`config.mk`:
```
export PLATFORM = sky130hd
export DESIGN_NAME = vec_accel
export DESIGN_NICKNAME = d
export VERILOG_FILES = /design/src/hw/accel_mem_pkg.sv /design/src/hw/accel_reg_pkg.sv /design/src/hw/apb_ctrl.sv /design/src/hw/mem_arbiter.sv /design/src/hw/vec_accel.sv /design/src/hw/vec_add_unit.sv /design/src/hw/vec_dot_unit.sv /design/src/hw/vec_sram.sv
export SDC_FILE = /design/constraint.sdc
export NUM_CORES = 2
export LEC_CHECK = 0
export ABC_CLOCK_PERIOD_IN_PS = 9700
export BUFFER_PORTS_ARGS = -buffer_cell sky130_fd_sc_hd__buf_2
export CAP_MARGIN = 10
export CORE_MARGIN = 5
export CORE_UTILIZATION = 30
export DETAILED_ROUTE_END_ITERATION = 10
export GPL_TIMING_DRIVEN = 0
export PLACE_DENSITY = 0.47
export SLEW_MARGIN = 20
export SYNTH_ARGS = -nofsm -noshare
export SYNTH_HDL_FRONTEND = slang
export SYNTH_SLANG_ARGS = --single-unit
```
`constraint.sdc`:
```
create_clock -name clk -period 9.7 [get_ports clk]
set_input_delay 1.94 -clock clk [delete_from_list [all_inputs] [get_ports clk]]
set_output_delay 1.94 -clock clk [all_outputs]
set_load 0.01 [all_outputs]
```
`src/hw/accel_mem_pkg.sv`:
```
`default_nettype none

package accel_mem_pkg;

    localparam int LANES  = 4;   // Lanes per scratchpad word
    localparam int LANE_W = 16;
    localparam int ELEM_W = 8;   // Operand bits used in each lane
    localparam int WORD_W = LANES * LANE_W;

    // One scratchpad word as lanes or as a single wide value
    typedef union packed {
        logic signed [LANES-1:0][LANE_W-1:0] lanes;
        logic signed [WORD_W-1:0]            scalar;
    } mem_word_u;

endpackage

`default_nettype wire

```
`src/hw/accel_reg_pkg.sv`:
```
`default_nettype none

package accel_reg_pkg;

    localparam logic [11:0] CTRL_OFS   = 12'h000;
    localparam logic [11:0] STATUS_OFS = 12'h004;
    localparam logic [11:0] MEM_BASE   = 12'h100;  // Lane window, one lane per 32-bit slot

    // CTRL fields
    localparam int START_BIT = 0;
    localparam int OP_BIT    = 1;  // 0 add, 1 dot
    localparam int SRC_A_LSB = 4;
    localparam int SRC_B_LSB = 8;
    localparam int DST_LSB   = 12;
    localparam int FIELD_W   = 4;

    // STATUS bits
    localparam int BUSY_BIT = 0;
    localparam int DONE_BIT = 1;

endpackage

`default_nettype wire

```
`src/hw/apb_ctrl.sv`:
```
`timescale 1ns/1ps
`default_nettype none

module apb_ctrl import accel_mem_pkg::*, accel_reg_pkg::*; #(
    parameter int DEPTH = 16
) (
    input  logic                     clk,
    input  logic                     rst,
    input  logic                     psel,
    input  logic                     penable,
    input  logic                     pwrite,
    input  logic [11:0]              paddr,
    input  logic [31:0]              pwdata,
    output logic [31:0]              prdata,
    output logic                     pready,
    output logic                     pslverr,
    output logic                     add_start,
    output logic                     dot_start,
    output logic [$clog2(DEPTH)-1:0] src_a,
    output logic [$clog2(DEPTH)-1:0] src_b,
    output logic [$clog2(DEPTH)-1:0] dst,
    input  logic                     add_done,
    input  logic                     dot_done,
    output logic                     mem_req,
    output logic                     mem_we,
    output logic [$clog2(DEPTH)-1:0] mem_addr,
    output mem_word_u                mem_wdata,
    output logic [LANES-1:0]         mem_wmask,
    input  logic                     mem_gnt,
    input  mem_word_u                mem_rdata
);

    localparam int AW  = $clog2(DEPTH);
    localparam int LW  = $clog2(LANES);
    localparam int WIN = DEPTH * LANES * 4;  // Window size in bytes
    localparam logic [1:0] M_IDLE = 2'd0, M_RD = 2'd1, M_DONE = 2'd2;

    logic              access, ctrl_sel, status_sel, mem_sel, ctrl_wr;
    logic [11:0]       mem_ofs;
    logic [LW-1:0]     mem_lane;
    logic [LANE_W-1:0] sel_lane;
    logic [1:0]        m_state;
    logic [31:0]       lane_q;
    logic              busy_q, done_q, op_q;

    assign access     = psel && penable;
    assign ctrl_sel   = paddr == CTRL_OFS;
    assign status_sel = paddr == STATUS_OFS;
    assign mem_sel    = (paddr >= MEM_BASE) && (int'(paddr) < int'(MEM_BASE) + WIN);
    assign mem_ofs    = paddr - MEM_BASE;
    assign mem_lane   = mem_ofs[2 +: LW];
    assign sel_lane   = mem_rdata.lanes[mem_lane];
    assign ctrl_wr    = access && ctrl_sel && pwrite;

    // Lane access becomes a one-lane word request
    assign mem_req   = access && mem_sel && (m_state == M_IDLE);
    assign mem_we    = pwrite;
    assign mem_addr  = mem_ofs[2+LW +: AW];
    assign mem_wdata = {LANES{pwdata[LANE_W-1:0]}};
    assign mem_wmask = LANES'(1) << mem_lane;

    assign pready  = access && (!mem_sel || m_state == M_DONE);
    assign pslverr = pready && (!(ctrl_sel || status_sel || mem_sel) || (ctrl_wr && busy_q));

    always_comb begin
        prdata = '0;
        if (status_sel) begin
            prdata[BUSY_BIT] = busy_q;
            prdata[DONE_BIT] = done_q;
        end else if (ctrl_sel) begin
            prdata[OP_BIT]               = op_q;
            prdata[SRC_A_LSB +: FIELD_W] = FIELD_W'(src_a);
            prdata[SRC_B_LSB +: FIELD_W] = FIELD_W'(src_b);
            prdata[DST_LSB +: FIELD_W]   = FIELD_W'(dst);
        end else if (mem_sel) begin
            prdata = lane_q;
        end
    end

    always_ff @(posedge clk) begin
        if (rst) begin
            m_state   <= M_IDLE;
            busy_q    <= 1'b0;
            done_q    <= 1'b0;
            op_q      <= 1'b0;
            add_start <= 1'b0;
            dot_start <= 1'b0;
            src_a     <= '0;
            src_b     <= '0;
            dst       <= '0;
        end else begin
            add_start <= 1'b0;
            dot_start <= 1'b0;
            case (m_state)
                M_IDLE:  if (mem_req && mem_gnt) m_state <= pwrite ? M_DONE : M_RD;
                M_RD:    m_state <= M_DONE;  // Lane captured from rdata
                default: m_state <= M_IDLE;
            endcase
            if (add_done || dot_done) begin
                busy_q <= 1'b0;
                done_q <= 1'b1;
            end
            if (ctrl_wr && !busy_q) begin
                op_q  <= pwdata[OP_BIT];
                src_a <= AW'(pwdata[SRC_A_LSB +: FIELD_W]);
                src_b <= AW'(pwdata[SRC_B_LSB +: FIELD_W]);
                dst   <= AW'(pwdata[DST_LSB +: FIELD_W]);
                if (pwdata[START_BIT]) begin
                    busy_q    <= 1'b1;
                    done_q    <= 1'b0;
                    add_start <= !pwdata[OP_BIT];
                    dot_start <= pwdata[OP_BIT];
                end
            end
        end
    end

    always_ff @(posedge clk) begin
        if (m_state == M_RD) begin
            lane_q <= {{(32-LANE_W){sel_lane[LANE_W-1]}}, sel_lane};
        end
    end

endmodule

`default_nettype wire

```
`src/hw/mem_arbiter.sv`:
```
`timescale 1ns/1ps
`default_nettype none

module mem_arbiter import accel_mem_pkg::*; #(
    parameter int DEPTH = 16
) (
    input  logic                          clk,
    input  logic                          rst,
    input  logic [2:0]                    req,
    input  logic [2:0]                    we,
    input  logic [2:0][$clog2(DEPTH)-1:0] addr,
    input  mem_word_u [2:0]               wdata,
    input  logic [2:0][LANES-1:0]         wmask,
    output logic [2:0]                    gnt,
    output mem_word_u                     rdata,
    output logic                          sram_en,
    output logic                          sram_we,
    output logic [$clog2(DEPTH)-1:0]      sram_addr,
    output mem_word_u                     sram_wdata,
    output logic [LANES-1:0]              sram_wmask,
    input  mem_word_u                     sram_rdata
);

    logic [1:0] last_q;  // Last winner, lowest priority next
    logic [1:0] sel;
    logic       any;
    logic [2:0] rd_own;  // Owner of the read returning this cycle

    always_comb begin
        logic [1:0] idx;
        sel = last_q;
        any = 1'b0;
        for (int k = 1; k <= 3; k++) begin
            idx = 2'((int'(last_q) + k) % 3);
            if (!any && req[idx]) begin
                sel = idx;
                any = 1'b1;
            end
        end
    end

    assign gnt        = any ? (3'b001 << sel) : 3'b000;
    assign sram_en    = any;
    assign sram_we    = we[sel];
    assign sram_addr  = addr[sel];
    assign sram_wdata = wdata[sel];
    assign sram_wmask = wmask[sel];
    assign rdata      = (|rd_own) ? sram_rdata : '0;

    always_ff @(posedge clk) begin
        if (rst) begin
            last_q <= 2'd2;  // Requester 0 wins first
            rd_own <= '0;
        end else begin
            rd_own <= (any && !we[sel]) ? gnt : 3'b000;
            if (any) begin
                last_q <= sel;
            end
        end
    end

endmodule

`default_nettype wire

```
`src/hw/vec_accel.sv`:
```
`timescale 1ns/1ps
`default_nettype none

module vec_accel import accel_mem_pkg::*; #(
    parameter int DEPTH     = 16,
    parameter int VEC_WORDS = 2,
    parameter int TILE      = 2
) (
    input  logic        clk,
    input  logic        rst,
    input  logic        psel,
    input  logic        penable,
    input  logic        pwrite,
    input  logic [11:0] paddr,
    input  logic [31:0] pwdata,
    output logic [31:0] prdata,
    output logic        pready,
    output logic        pslverr
);

    localparam int AW = $clog2(DEPTH);

    // Requester 0 is APB, 1 the add unit, 2 the dot unit
    logic [2:0]             req, we, gnt;
    logic [2:0][AW-1:0]     addr;
    mem_word_u [2:0]        wdata;
    logic [2:0][LANES-1:0]  wmask;
    mem_word_u              rdata;

    logic                   add_start, dot_start, add_done, dot_done;
    logic [AW-1:0]          src_a, src_b, dst;

    logic                   sram_en, sram_we;
    logic [AW-1:0]          sram_addr;
    mem_word_u              sram_wdata, sram_rdata;
    logic [LANES-1:0]       sram_wmask;

    apb_ctrl #(.DEPTH(DEPTH)) u_apb (
        .clk(clk), .rst(rst),
        .psel(psel), .penable(penable), .pwrite(pwrite), .paddr(paddr), .pwdata(pwdata),
        .prdata(prdata), .pready(pready), .pslverr(pslverr),
        .add_start(add_start), .dot_start(dot_start),
        .src_a(src_a), .src_b(src_b), .dst(dst),
        .add_done(add_done), .dot_done(dot_done),
        .mem_req(req[0]), .mem_we(we[0]), .mem_addr(addr[0]),
        .mem_wdata(wdata[0]), .mem_wmask(wmask[0]),
        .mem_gnt(gnt[0]), .mem_rdata(rdata)
    );

    vec_add_unit #(.DEPTH(DEPTH), .VEC_WORDS(VEC_WORDS), .TILE(TILE)) u_add (
        .clk(clk), .rst(rst), .start(add_start),
        .src_a(src_a), .src_b(src_b), .dst(dst), .done(add_done),
        .mem_req(req[1]), .mem_we(we[1]), .mem_addr(addr[1]),
        .mem_wdata(wdata[1]), .mem_wmask(wmask[1]),
        .mem_gnt(gnt[1]), .mem_rdata(rdata)
    );

    vec_dot_unit #(.DEPTH(DEPTH), .VEC_WORDS(VEC_WORDS)) u_dot (
        .clk(clk), .rst(rst), .start(dot_start),
        .src_a(src_a), .src_b(src_b), .dst(dst), .done(dot_done),
        .mem_req(req[2]), .mem_we(we[2]), .mem_addr(addr[2]),
        .mem_wdata(wdata[2]), .mem_wmask(wmask[2]),
        .mem_gnt(gnt[2]), .mem_rdata(rdata)
    );

    mem_arbiter #(.DEPTH(DEPTH)) u_arb (
        .clk(clk), .rst(rst),
        .req(req), .we(we), .addr(addr), .wdata(wdata), .wmask(wmask),
        .gnt(gnt), .rdata(rdata),
        .sram_en(sram_en), .sram_we(sram_we), .sram_addr(sram_addr),
        .sram_wdata(sram_wdata), .sram_wmask(sram_wmask), .sram_rdata(sram_rdata)
    );

    vec_sram #(.DEPTH(DEPTH)) u_sram (
        .clk(clk), .en(sram_en), .we(sram_we), .addr(sram_addr),
        .wdata(sram_wdata), .wmask(sram_wmask), .rdata(sram_rdata)
    );

endmodule

`default_nettype wire

```
`src/hw/vec_add_unit.sv`:
```
`timescale 1ns/1ps
`default_nettype none

module vec_add_unit import accel_mem_pkg::*; #(
    parameter int DEPTH     = 16,
    parameter int VEC_WORDS = 2,
    parameter int TILE      = 2
) (
    input  logic                     clk,
    input  logic                     rst,
    input  logic                     start,
    input  logic [$clog2(DEPTH)-1:0] src_a,
    input  logic [$clog2(DEPTH)-1:0] src_b,
    input  logic [$clog2(DEPTH)-1:0] dst,
    output logic                     done,
    output logic                     mem_req,
    output logic                     mem_we,
    output logic [$clog2(DEPTH)-1:0] mem_addr,
    output mem_word_u                mem_wdata,
    output logic [LANES-1:0]         mem_wmask,
    input  logic                     mem_gnt,
    input  mem_word_u                mem_rdata
);

    localparam int AW = $clog2(DEPTH);
    localparam int LW = $clog2(LANES);
    localparam int WW = (VEC_WORDS > 1) ? $clog2(VEC_WORDS) : 1;
    localparam logic [2:0] S_IDLE = 3'd0, S_FETCH_A = 3'd1, S_FETCH_B = 3'd2;
    localparam logic [2:0] S_SUM = 3'd3, S_WRITE = 3'd4;

    logic [2:0]             state;
    logic                   pend;  // Read granted, data this cycle
    logic [WW-1:0]          word;
    logic [LW-1:0]          lane;
    logic                   last_word;
    logic [AW-1:0]          a_base, b_base, d_base;
    mem_word_u              a_q, b_q, res_q;
    logic signed [ELEM_W:0] tile_sum [TILE];

    assign last_word = word == WW'(VEC_WORDS - 1);

    always_comb begin
        for (int t = 0; t < TILE; t++) begin
            tile_sum[t] = $signed(a_q.lanes[lane + LW'(t)][ELEM_W-1:0])
                        + $signed(b_q.lanes[lane + LW'(t)][ELEM_W-1:0]);
        end
    end

    assign mem_req   = (state == S_FETCH_A || state == S_FETCH_B) ? !pend : (state == S_WRITE);
    assign mem_we    = state == S_WRITE;
    assign mem_wdata = res_q;
    assign mem_wmask = '1;

    always_comb begin
        case (state)
            S_FETCH_A: mem_addr = a_base + AW'(word);
            S_FETCH_B: mem_addr = b_base + AW'(word);
            default:   mem_addr = d_base + AW'(word);
        endcase
    end

    always_ff @(posedge clk) begin
        if (rst) begin
            state <= S_IDLE;
            pend  <= 1'b0;
            word  <= '0;
            lane  <= '0;
            done  <= 1'b0;
        end else begin
            done <= 1'b0;
            case (state)
                S_IDLE: if (start) begin
                    word  <= '0;
                    state <= S_FETCH_A;
                end
                S_FETCH_A, S_FETCH_B: begin
                    if (pend) begin
                        pend  <= 1'b0;
                        lane  <= '0;
                        state <= (state == S_FETCH_A) ? S_FETCH_B : S_SUM;
                    end else if (mem_gnt) begin
                        pend <= 1'b1;
                    end
                end
                S_SUM: begin
                    if (lane == LW'(LANES - TILE)) state <= S_WRITE;
                    else lane <= lane + LW'(TILE);
                end
                S_WRITE: if (mem_gnt) begin
                    if (last_word) begin
                        done  <= 1'b1;
                        state <= S_IDLE;
                    end else begin
                        word  <= word + 1'b1;
                        state <= S_FETCH_A;
                    end
                end
                default: state <= S_IDLE;
            endcase
        end
    end

    always_ff @(posedge clk) begin
        if (state == S_IDLE && start) begin
            a_base <= src_a;
            b_base <= src_b;
            d_base <= dst;
        end
        if (pend && state == S_FETCH_A) a_q <= mem_rdata;
        if (pend && state == S_FETCH_B) b_q <= mem_rdata;
        if (state == S_SUM) begin
            for (int t = 0; t < TILE; t++) begin
                res_q.lanes[lane + LW'(t)] <=
                    {{(LANE_W-ELEM_W-1){tile_sum[t][ELEM_W]}}, tile_sum[t]};  // Sign extend
            end
        end
    end

endmodule

`default_nettype wire

```
`src/hw/vec_dot_unit.sv`:
```
`timescale 1ns/1ps
`default_nettype none

module vec_dot_unit import accel_mem_pkg::*; #(
    parameter int DEPTH     = 16,
    parameter int VEC_WORDS = 2
) (
    input  logic                     clk,
    input  logic                     rst,
    input  logic                     start,
    input  logic [$clog2(DEPTH)-1:0] src_a,
    input  logic [$clog2(DEPTH)-1:0] src_b,
    input  logic [$clog2(DEPTH)-1:0] dst,
    output logic                     done,
    output logic                     mem_req,
    output logic                     mem_we,
    output logic [$clog2(DEPTH)-1:0] mem_addr,
    output mem_word_u                mem_wdata,
    output logic [LANES-1:0]         mem_wmask,
    input  logic                     mem_gnt,
    input  mem_word_u                mem_rdata
);

    localparam int AW = $clog2(DEPTH);
    localparam int LW = $clog2(LANES);
    localparam int WW = (VEC_WORDS > 1) ? $clog2(VEC_WORDS) : 1;
    localparam logic [2:0] S_IDLE = 3'd0, S_FETCH_A = 3'd1, S_FETCH_B = 3'd2;
    localparam logic [2:0] S_MAC = 3'd3, S_WRITE = 3'd4;

    logic [2:0]                 state;
    logic                       pend;
    logic [WW-1:0]              word;
    logic [LW-1:0]              lane;
    logic                       last_word;
    logic [AW-1:0]              a_base, b_base, d_base;
    mem_word_u                  a_q, b_q;
    logic signed [2*ELEM_W-1:0] prod;
    logic signed [WORD_W-1:0]   acc;

    assign last_word = word == WW'(VEC_WORDS - 1);
    assign prod      = $signed(a_q.lanes[lane][ELEM_W-1:0]) * $signed(b_q.lanes[lane][ELEM_W-1:0]);

    assign mem_req   = (state == S_FETCH_A || state == S_FETCH_B) ? !pend : (state == S_WRITE);
    assign mem_we    = state == S_WRITE;
    assign mem_wmask = '1;  // Scalar fills the whole word

    always_comb begin
        mem_wdata.scalar = acc;
    end

    always_comb begin
        case (state)
            S_FETCH_A: mem_addr = a_base + AW'(word);
            S_FETCH_B: mem_addr = b_base + AW'(word);
            default:   mem_addr = d_base;
        endcase
    end

    always_ff @(posedge clk) begin
        if (rst) begin
            state <= S_IDLE;
            pend  <= 1'b0;
            word  <= '0;
            lane  <= '0;
            done  <= 1'b0;
        end else begin
            done <= 1'b0;
            case (state)
                S_IDLE: if (start) begin
                    word  <= '0;
                    state <= S_FETCH_A;
                end
                S_FETCH_A, S_FETCH_B: begin
                    if (pend) begin
                        pend  <= 1'b0;
                        lane  <= '0;
                        state <= (state == S_FETCH_A) ? S_FETCH_B : S_MAC;
                    end else if (mem_gnt) begin
                        pend <= 1'b1;
                    end
                end
                S_MAC: begin
                    lane <= lane + 1'b1;
                    if (lane == LW'(LANES - 1)) begin
                        word  <= word + 1'b1;
                        state <= last_word ? S_WRITE : S_FETCH_A;
                    end
                end
                S_WRITE: if (mem_gnt) begin
                    done  <= 1'b1;
                    state <= S_IDLE;
                end
                default: state <= S_IDLE;
            endcase
        end
    end

    always_ff @(posedge clk) begin
        if (state == S_IDLE && start) begin
            a_base <= src_a;
            b_base <= src_b;
            d_base <= dst;
            acc    <= '0;
        end else if (state == S_MAC) begin
            acc <= acc + prod;  // One lane pair per cycle
        end
        if (pend && state == S_FETCH_A) a_q <= mem_rdata;
        if (pend && state == S_FETCH_B) b_q <= mem_rdata;
    end

endmodule

`default_nettype wire

```
`src/hw/vec_sram.sv`:
```
`timescale 1ns/1ps
`default_nettype none

module vec_sram import accel_mem_pkg::*; #(
    parameter int DEPTH = 16
) (
    input  logic                     clk,
    input  logic                     en,
    input  logic                     we,
    input  logic [$clog2(DEPTH)-1:0] addr,
    input  mem_word_u                wdata,
    input  logic [LANES-1:0]         wmask,
    output mem_word_u                rdata
);

    mem_word_u mem [DEPTH];

    always_ff @(posedge clk) begin
        if (en && we) begin
            for (int l = 0; l < LANES; l++) begin
                if (wmask[l]) begin
                    mem[addr].lanes[l] <= wdata.lanes[l];
                end
            end
        end else if (en) begin
            rdata <= mem[addr];  // Data valid the cycle after the grant
        end
    end

endmodule

`default_nettype wire

```
==> flow_summary_export.csv <==
group,metric,value,unit
layout,regArea,40900,um^2
synthesis,syn_inst,4530,
timing,period_share,93.2,%
layout,fin_nets,5302,
layout,areaGrowthSynthToFinish,16.4,%
synthesis,synthSimpleGateAreaFrac,7.15,%
synthesis,async_flop_share,0,%
routing,wl_per_cell,27.4,um
floorplan,core,219000,um^2
clock_network,clk_pin_slew,0.06,ns
timing,finalHoldViolations,0,
routing,drtPass1Iterations,5,
routing,post_drt_via_cell_ratio,5.23,
setup_path,cpLargestDelayFamily,"adder cells",
floorplan,fp.dieW,478,um
timing,worst_pin_slew,1.15,ns
clock_network,clk_latency,0.81,ns
place,place.port_buffers,65,
synthesis,synth_top_family_by_area,"compound AO/OA/AOI/OAI gates",
synthesis,synthAdderAreaFrac,11.1,%
outcome,status,"finished clean",
clock_network,cts_made_buffers,151,
setup_path,crit_path_end_kind,"flop",
routing,vias,41000,
layout,mostFrequentLayoutCells,"edfxtp_1, nand2_1, fa_1",
synthesis,synth-main-ff-cell,"edfxtp_1",
routing,drt_iter0_drc,4057,
setup_path,critPathMaxStageDelay,0.78,ns
timing,max_freq,0.111,GHz
synthesis,synth-edff-count,1292,
clock_network,ctsRootBufferMaster,"clkbuf_16",
global_routing,grt_usage,18.4,%
synthesis,synth_seq_area_share,62.1,%
place,dp_hpwl,157000,um
floorplan,die_y,478,um
synthesis,synth-seq-cells,1395,
timing,rsz0062_at_grt,"no",
timing,maxSlewViolCount,0,
layout,drive_above_1_share,15.4,%
synthesis,synth_compound_area_share,11.8,%
timing,fin_skew,0.0579,ns
layout,multi_input_area,23700,um^2
timing,relSlewSlack,23.6,%
worst_hold_path,hold_class,"flop to flop",
floorplan,start_util,30.1,%
floorplan,pin_count,83,
setup_path,path_common_cell,"a21oi_1",
timing,period_minus_slack,9.04,ns
clock_network,clockBufferDepth,3,
floorplan,rows,172,
synthesis,syn_nets,5002,
global_routing,antenna_found_initial,15,
setup_path,critPathKind,"flop to flop",
clock_network,ctsHtreeMaxLevel,4,
layout,fill_cells,21100,
layout,final_common_cell,"edfxtp_1",
synthesis,ys.warnings.count,0,
clock_network,cts_tree,"done",
global_routing,grt_pass1_vias,41100,
job,drv_cap,0,
synthesis,synth-xor-area-share,1.01,%
setup_path,required,10.35,ns
setup_path,crit_slowest_cell,"fa_4",
routing,drc,0,
timing,setup_viol,0,
synthesis,synthMuxAreaShare,4.02,%
synthesis,synth_area,65800,um^2
setup_path,worstSetupStartpointType,"flop",
place,gp_congestion,0.862,
global_routing,grt_max_degree,40,
setup_path,cp.arrival,9.69,ns
clock_network,clock_sinks,1395,
routing,drt_wl_total,215000,um
global_routing,grt-ovfl-total,0,
global_routing,grt_pass1_wl,307000,um
place,dp.cells,7547,
floorplan,dieArea,229000,um^2
layout,layout.cells.non_filler,7835,
setup_path,crit_fanout,31,
setup_path,crit_buf_inv,6,
routing,ant_nets,0,
synthesis,synth_cell_types,87,
synthesis,synth.avg_cell_area,14.5,um^2
-- Yosys cell counts (all sizes together) (16+ instances only) --
| master | n | area [um^2] |
|---|---|---|
| and3 | 17 | 111 |
| nand3 | 31 | 155 |
| nor4 | 72 | 450 |
| fa | 266 | 5330 |
| a32oi | 128 | 1120 |
| mux4 | 31 | 698 |
| nand2 | 508 | 1920 |
| o21ai | 98 | 494 |
| clkbuf | 137 | 514 |
| xor2 | 34 | 298 |
| mux2 | 35 | 394 |
| edfxtp | 1292 | 38800 |
| a31oi | 16 | 100 |
| a21boi | 35 | 263 |
| nand2b | 18 | 113 |
| a21o | 75 | 563 |
| ha | 157 | 1960 |
| nor2b | 36 | 225 |
| mux2i | 155 | 1550 |
| a21oi | 190 | 958 |
| buf | 117 | 703 |
| inv | 171 | 642 |
| a221oi | 259 | 2810 |
| o21bai | 21 | 158 |
| o211a | 65 | 651 |
| dfxtp | 103 | 2060 |
| nor2 | 176 | 682 |
| nor3 | 25 | 125 |
| and2 | 98 | 613 |
| xnor2 | 42 | 368 |
-- final cells by class --
| class | count | share of cell area (%) |
|---|---|---|
| Sequential cell | 1395 | 53.3 |
| Multi-Input combinational cell | 2710 | 31.0 |
| Clock buffer | 187 | 5.18 |
| Tap cell | 2871 | 4.69 |
| Timing Repair Buffer | 147 | 2.30 |
| Buffer | 254 | 1.60 |
| Clock inverter | 93 | 1.06 |
| Inverter | 171 | 0.852 |
| Antenna cell | 7 | 0.0229 |
-- layer usage --
layer	global-route usage (%)	vias up	part of all wire [%]
met5	0	-	0
met4	5.07	0	2.7
met3	2.65	279	5.4
met2	30.1	1269	47
met1	25.7	21500	45
li1	-	18000	-
-- worst register-to-register path, cell delays in order (launching register included) --
cell and delay [ns]:
dfxtp_1 0.35, clkbuf_2 0.39, clkbuf_2 0.46, mux4_2 0.71, nand2_1 0.22, inv_1 0.09, fa_4 0.78, inv_1 0.15
fa_2 0.63, inv_4 0.29, buf_16 0.29, fa_1 0.53, fa_1 0.50, ha_1 0.30, ha_1 0.37, a21oi_1 0.16
o21ai_0 0.17, a21oi_1 0.30, a31oi_1 0.16, a311oi_1 0.70, o31ai_2 0.25, a211oi_2 0.43, o31ai_2 0.17, a21oi_1 0.18
xnor2_1 0.19, o21ai_0 0.11
-- cell families (layout without fill, tap and decap cells) --
| kind of cell | after synthesis | in the layout |
|---|---|---|
| muxes | 221 | 221 |
| xor gates and xnor gates | 76 | 76 |
| AOI/OAI and AO/OA | 965 | 965 |
| and+or+nand+nor | 1024 | 1024 |
| other | 0 | 7 |
| buffers and inverters | 425 | 852 |
| DFF | 1395 | 1395 |
| adders and majority gates | 424 | 424 |
-- through the flow --
stage                     util [%]  setup TNS, ns  instance area, um^2  hold WS [ns]  setup WS (ns)
final                         35.0              0                76600         0.506          0.663
after global routing          35.0              0                76600         0.523         0.0846
after CTS                     35.0              0                76600         0.504          0.189
after detailed placement      32.8          -7.16                71800         0.491         -0.886
after global placement        31.8        -141.90                69800         0.491          -3.88
after floorplan                  -              0                65800         0.445         0.0624
-- flip-flops by register name (all words and copies together), names as in the netlist, 16 cells and up --
name and cells:
u_dot.b_q 32, u_sram.mem 1024, u_add.a_q 32, u_dot.mem_wdata 64
u_add.mem_wdata 36, u_sram.rdata 64, u_apb.lane_q 16, u_add.b_q 32
u_dot.a_q 32
-- timing repair --
item                                    CTS  global route
gates cloned                              0             0
resized for setup                         4             4
endpoints found under the setup margin   28             3
hold buffers                              0             0
endpoints found under the hold margin     0             0
pin swaps                                 1             0
buffers inserted                          1             0
-- worst paths after layout --
kind	start	endpoint	slack, ns	cells after the start
hold / removal	u_dot.mem_wdata[0]	u_dot.mem_wdata[0]	0.51	2
setup / recovery	u_dot.lane[0]	u_dot.mem_wdata[57]	0.66	25
hold reg to reg	u_dot.mem_wdata[0]	u_dot.mem_wdata[0]	0.51	2
setup reg to reg	u_dot.lane[0]	u_dot.mem_wdata[57]	0.66	25
Power is not shown: default switching activity piles up to over one toggle a cycle in this logic, so the estimate is an artifact.
